[src/hw/spriteAttrPkg.sv]
// ~~~~~~~~~~~~~~~~~~~~~~~~~~~~~~~~~~~~~~~~~~~~~~~~~~~~~~~~~~~~
// Sprite attribute types
// One attribute table word and its fields, sprite index and
// raster line widths, plus helpers that unpack a table word
// ~~~~~~~~~~~~~~~~~~~~~~~~~~~~~~~~~~~~~~~~~~~~~~~~~~~~~~~~~~~~

`default_nettype none

package spriteAttrPkg;

	// Top line, wraps at 512
	typedef logic [8:0] spriteYT;
	// Height in 16-line tiles, bit 5 set covers every line
	typedef logic [5:0] spriteSizeT;
	typedef logic [8:0] spriteIdxT;
	typedef logic [8:0] rasterT;
	// Y in 15:7, chain in 6, size in 5:0
	typedef logic [15:0] attrWordT;

	function automatic spriteYT attrY(attrWordT w);
		return w[15:7];
	endfunction

	function automatic logic attrChain(attrWordT w);
		return w[6];
	endfunction

	function automatic spriteSizeT attrSize(attrWordT w);
		return w[5:0];
	endfunction

endpackage

`default_nettype wire

[src/hw/attrLaneIf.sv]
// ~~~~~~~~~~~~~~~~~~~~~~~~~~~~~~~~~~~~~~~~~~~~~~~~~~~~~~~~~~~~
// Attribute lane
// One fetched table entry and the matcher's verdict on it
// ~~~~~~~~~~~~~~~~~~~~~~~~~~~~~~~~~~~~~~~~~~~~~~~~~~~~~~~~~~~~

`timescale 1ns/1ps
`default_nettype none

interface attrLaneIf import spriteAttrPkg::*; ();

	logic valid;
	spriteIdxT index;
	spriteYT y;
	spriteSizeT size;
	logic chain;
	// One cycle behind the fetched fields
	logic hit;
	logic hitValid;

	modport fetch (output valid, index, y, size, chain);
	modport match (input valid, y, size, output hit, hitValid);
	modport build (input valid, index, chain, hit, hitValid);

endinterface

`default_nettype wire

[src/hw/spriteMatcher.sv]
// ~~~~~~~~~~~~~~~~~~~~~~~~~~~~~~~~~~~~~~~~~~~~~~~~~~~~~~~~~~~~
// Sprite matcher
// Decides whether the sprite on its lane covers the current
// raster line, registered once
// ~~~~~~~~~~~~~~~~~~~~~~~~~~~~~~~~~~~~~~~~~~~~~~~~~~~~~~~~~~~~

`timescale 1ns/1ps
`default_nettype none

module spriteMatcher import spriteAttrPkg::*; (
	input logic clk24m,
	input logic reset,
	input rasterT raster,
	attrLaneIf.match lane
);

	rasterT lineOffset;
	rasterT span;

	// Distance below the sprite top, wraps at 512
	assign lineOffset = raster - lane.y;
	// Tiles are 16 lines tall
	assign span = {lane.size[4:0], 4'b0000};

	always_ff @(posedge clk24m) begin
		lane.hit <= lane.size[5] || (lineOffset < span);
	end

	always_ff @(posedge clk24m) begin
		if (reset)
			lane.hitValid <= 1'b0;
		else
			lane.hitValid <= lane.valid;
	end

endmodule

`default_nettype wire

[src/flat_wrapper.sv]
// flat-port wrapper written by rule: the top's interface ports become plain ports
module spriteMatcher_flat import spriteAttrPkg::*;
  (clk24m, reset, raster, lane_valid, lane_y, lane_size, lane_hit, lane_hitValid);
  attrLaneIf lane_i ();
  input logic clk24m;
  input logic reset;
  input rasterT raster;
  input wire logic [$bits(lane_i.valid)-1:0] lane_valid;
  input wire logic [$bits(lane_i.y)-1:0] lane_y;
  input wire logic [$bits(lane_i.size)-1:0] lane_size;
  output wire logic [$bits(lane_i.hit)-1:0] lane_hit;
  output wire logic [$bits(lane_i.hitValid)-1:0] lane_hitValid;
  assign lane_i.valid = lane_valid;
  assign lane_i.y = lane_y;
  assign lane_i.size = lane_size;
  assign lane_hit = lane_i.hit;
  assign lane_hitValid = lane_i.hitValid;
  spriteMatcher u_core (.clk24m(clk24m), .reset(reset), .raster(raster), .lane(lane_i));
endmodule
[config.mk]
export PLATFORM = sky130hd
export DESIGN_NAME = spriteMatcher_flat
export DESIGN_NICKNAME = d
export VERILOG_FILES = /design/src/hw/spriteAttrPkg.sv /design/src/hw/attrLaneIf.sv /design/src/hw/spriteMatcher.sv /design/src/flat_wrapper.sv
export SDC_FILE = /design/constraint.sdc
export NUM_CORES = 1
export LEC_CHECK = 0
export CORE_AREA = 5 5 42 44
export DETAILED_ROUTE_END_ITERATION = 6
export DIE_AREA = 0 0 47 49
export DONT_BUFFER_PORTS = 1
export PLACE_DENSITY = 0.47
export SLEW_MARGIN = 25
export SYNTH_ARGS = -nofsm -noshare
export SYNTH_HDL_FRONTEND = slang
export SYNTH_SLANG_ARGS = --single-unit
[constraint.sdc]
create_clock -name clk24m -period 6.4 [get_ports clk24m]
set_clock_uncertainty 0.15 [all_clocks]
set_input_delay 0.32 -clock clk24m [delete_from_list [all_inputs] [get_ports clk24m]]
set_output_delay 0.32 -clock clk24m [all_outputs]
set_load 0.1 [all_outputs]
==> flow_summary_export.csv <==
group,metric,value,unit
status,status,"finished clean",
routing,num_vias,391,
die,io_pins,29,
die,rows,14,
place,globalplace.congestion,0.6910,
hold_path,hp-class,"in2reg",
die,die_w,47,um
yosys,syn_nets,96,
clocking,cts-root-buf,"clkbuf_4",
yosys,synth_cell_types,23,
timing,post-route-period-util,0.3615,
clocking,path_clk_slew,0.03,ns
routing,antenna_left,0,
timing,worstMarginPinSlew,0.9291,ns
timing,whs,0.01756,ns
clocking,cts_sinks,2,
yosys,synth_edf_count,0,
worst_setup_path,critPathCapture,"u_core.lane.hit$_DFF_P_",
routing,initialDrtViolationCount,4,
routing,via_per_inst,5.078,
final_layout,drive_gt1_frac,0.09836,
routing,routed_wl,848,um
clocking,postCtsSetupBuffers,0,
yosys,syn_inst,58,
yosys,yosysMostFrequentCell,"inv_1",
job,cap_violations,0,
grt,grt_overflow_total,0,
worst_setup_path,worstPathRequired,6.34,ns
timing,tns,0,ns
routing,firstDrtPassIters,2,
grt,use_met1,0.1089,
yosys,syn-cell-area,452.9,um^2
timing,max_freq,432.3,MHz
grt,grt_busiest_layer,"met1",
yosys,synth.largest_area_cell,"ha_1",
grt,grtUsageTotal,0.08216,
routing,drc,0,
pwr,powerDensity,195.8,nW/um^2
grt,first_global_vias,385,
yosys,seq_area_frac_synth,0.08840,
grt,grt_max_degree,7,
timing,grt_setup_unrepaired,"false",
yosys,ys.flop_type,"dfxtp_1",
timing,slew_violations,0,
clocking,ctsResizeCount,0,
worst_setup_path,cp_max_fo,4,
die,core-area,1401,um^2
die,initial_utilization,0.3232,
place,hpwl,748.9,um
yosys,yosys_warnings,0,
clocking,postCtsHoldBufs,0,
yosys,syn_avg_cell_area,7.809,um^2
yosys,synthTopCellsByCount,"13 x inv_1, 11 x ha_1, 5 x a21oi_1",
clocking,cts_max_level,1,
grt,grt_use_met3,0.01476,
grt,antenna_found_initial,0,
yosys,synthArstFlopShare,0,
final_layout,area_growth,9.392,%
pwr,leakage,0.2462,nW
clocking,clock_path_buffers,2,
die,die_area,2303,um^2
routing,wire_per_inst,11.01,um
die,fp.dieH,49,um
timing,slew-limit-headroom,0.3798,
timing,period_needed,2.313,ns
yosys,ys_seq_elements,2,
worst_setup_path,arrival,2.25,ns
grt,grtUsageMet2,0.1086,
worst_setup_path,setup.worst_path.start,"lane_y[7]",
final_layout,n_antenna_cell,0,
pwr,vdd.ir_drop.worst,0.00007187,V
timing,setup_violations,0,
clocking,numCtsBuffers,3,
final_layout,nets,101,
worst_setup_path,worst_setup_path_start_kind,"input pin",
place,io_buffers,0,
yosys,synth_top_area_share,0.3039,
worst_setup_path,path_class,"in2reg",
yosys,synth.area.top_cells,"ha_1 30%, inv_1 11%, dfxtp_1 8.8%, xnor2_1 5.8%, a21oi_1 5.5%",
clocking,cts_tree,"done",
worst_setup_path,worst_setup_path_end_kind,"flop",
grt,grt_pass1_wl,1400,um
timing,hold_viol,0,
==> per-layer routing <==
metal,vias up,wire (um)
met5,-,0
met4,0,0
met3,0,45
met2,17,384
met1,164,418
li1,210,-
==> final cells by class <==
| class | instances | area [um^2] |
|---|---|---|
| multi-input combinational | 43 | 364.1 |
| fill | 159 | 905.9 |
| tap | 16 | 20.02 |
| clock buffer | 3 | 22.52 |
| inverter | 13 | 48.80 |
| sequential | 2 | 40.04 |
==> layout by cell type (no fill, tap or decap), types with 2 or more instances in the layout <==
cell / count
nor3_1: 2
dfxtp_1: 2
nand2_1: 2
xnor2_1: 3
inv_1: 13
nor2_1: 3
ha_1: 11
clkbuf_4: 3
a21oi_1: 5
o211ai_1: 3
==> registers in the layout, summed over array words and instances, names as in the netlist <==
register              count
u_core.lane.hit           1
u_core.lane.hitValid      1
==> cells by family (layout without fill, tap and decap cells) <==
logic type,Yosys count,after routing,share of synthesized area
AND/OR/NAND/NOR,13,13,0.1630
flip-flops,2,2,0.08840
XOR/XNOR,5,5,0.1133
adder cells (fa/ha/maj),11,11,0.3039
AO/OA/AOI/OAI,14,14,0.2237
buffers and inverters,13,16,0.1077
==> worst min path at each step <==
stage | from | endpoint | cells after the start
2_1_floorplan | reset | u_core.lane.hitValid$_SDFF_PP0_ | 1
3_3_place_gp | reset | u_core.lane.hitValid$_SDFF_PP0_ | 1
3_5_place_dp | reset | u_core.lane.hitValid$_SDFF_PP0_ | 1
4_1_cts | reset | u_core.lane.hitValid$_SDFF_PP0_ | 1
5_1_grt | reset | u_core.lane.hitValid$_SDFF_PP0_ | 1
6_report | reset | u_core.lane.hitValid$_SDFF_PP0_ | 1
==> where the power goes <==
part           internal [mW]  total, mW  switching, mW  leakage, nW
logic                 0.0198     0.0410         0.0212        0.216
registers             0.0144     0.0281         0.0137       0.0167
clock network         0.0207     0.0279        0.00717       0.0138
total                 0.0549     0.0970         0.0421        0.246
==> worst max-delay path: stages <==
cell	delay, ns
inv_1	0.02
ha_1	0.33
and3_4	0.19
a2111oi_2	0.32
o211ai_1	0.14
ha_1	0.31
nand2_1	0.07
nor4b_1	0.34
o2bb2ai_1	0.16
a21oi_1	0.06
==> stage by stage <==
step / cells / worst slack [ns] / util / cell area (um^2) / power, mW
2_1_floorplan: 58 / 3.980 / - / 452.9 / 0.06340
3_3_place_gp: 74 / 3.877 / 0.3375 / 473.0 / 0.07036
3_5_place_dp: 74 / 3.844 / 0.3375 / 473.0 / 0.06984
4_1_cts: 77 / 4.078 / 0.3536 / 495.5 / 0.09998
5_1_grt: 77 / 3.891 / 0.3536 / 495.5 / 0.1082
6_report: 77 / 4.087 / 0.3536 / 495.5 / 0.09700
(Power assumes the default switching activity.)
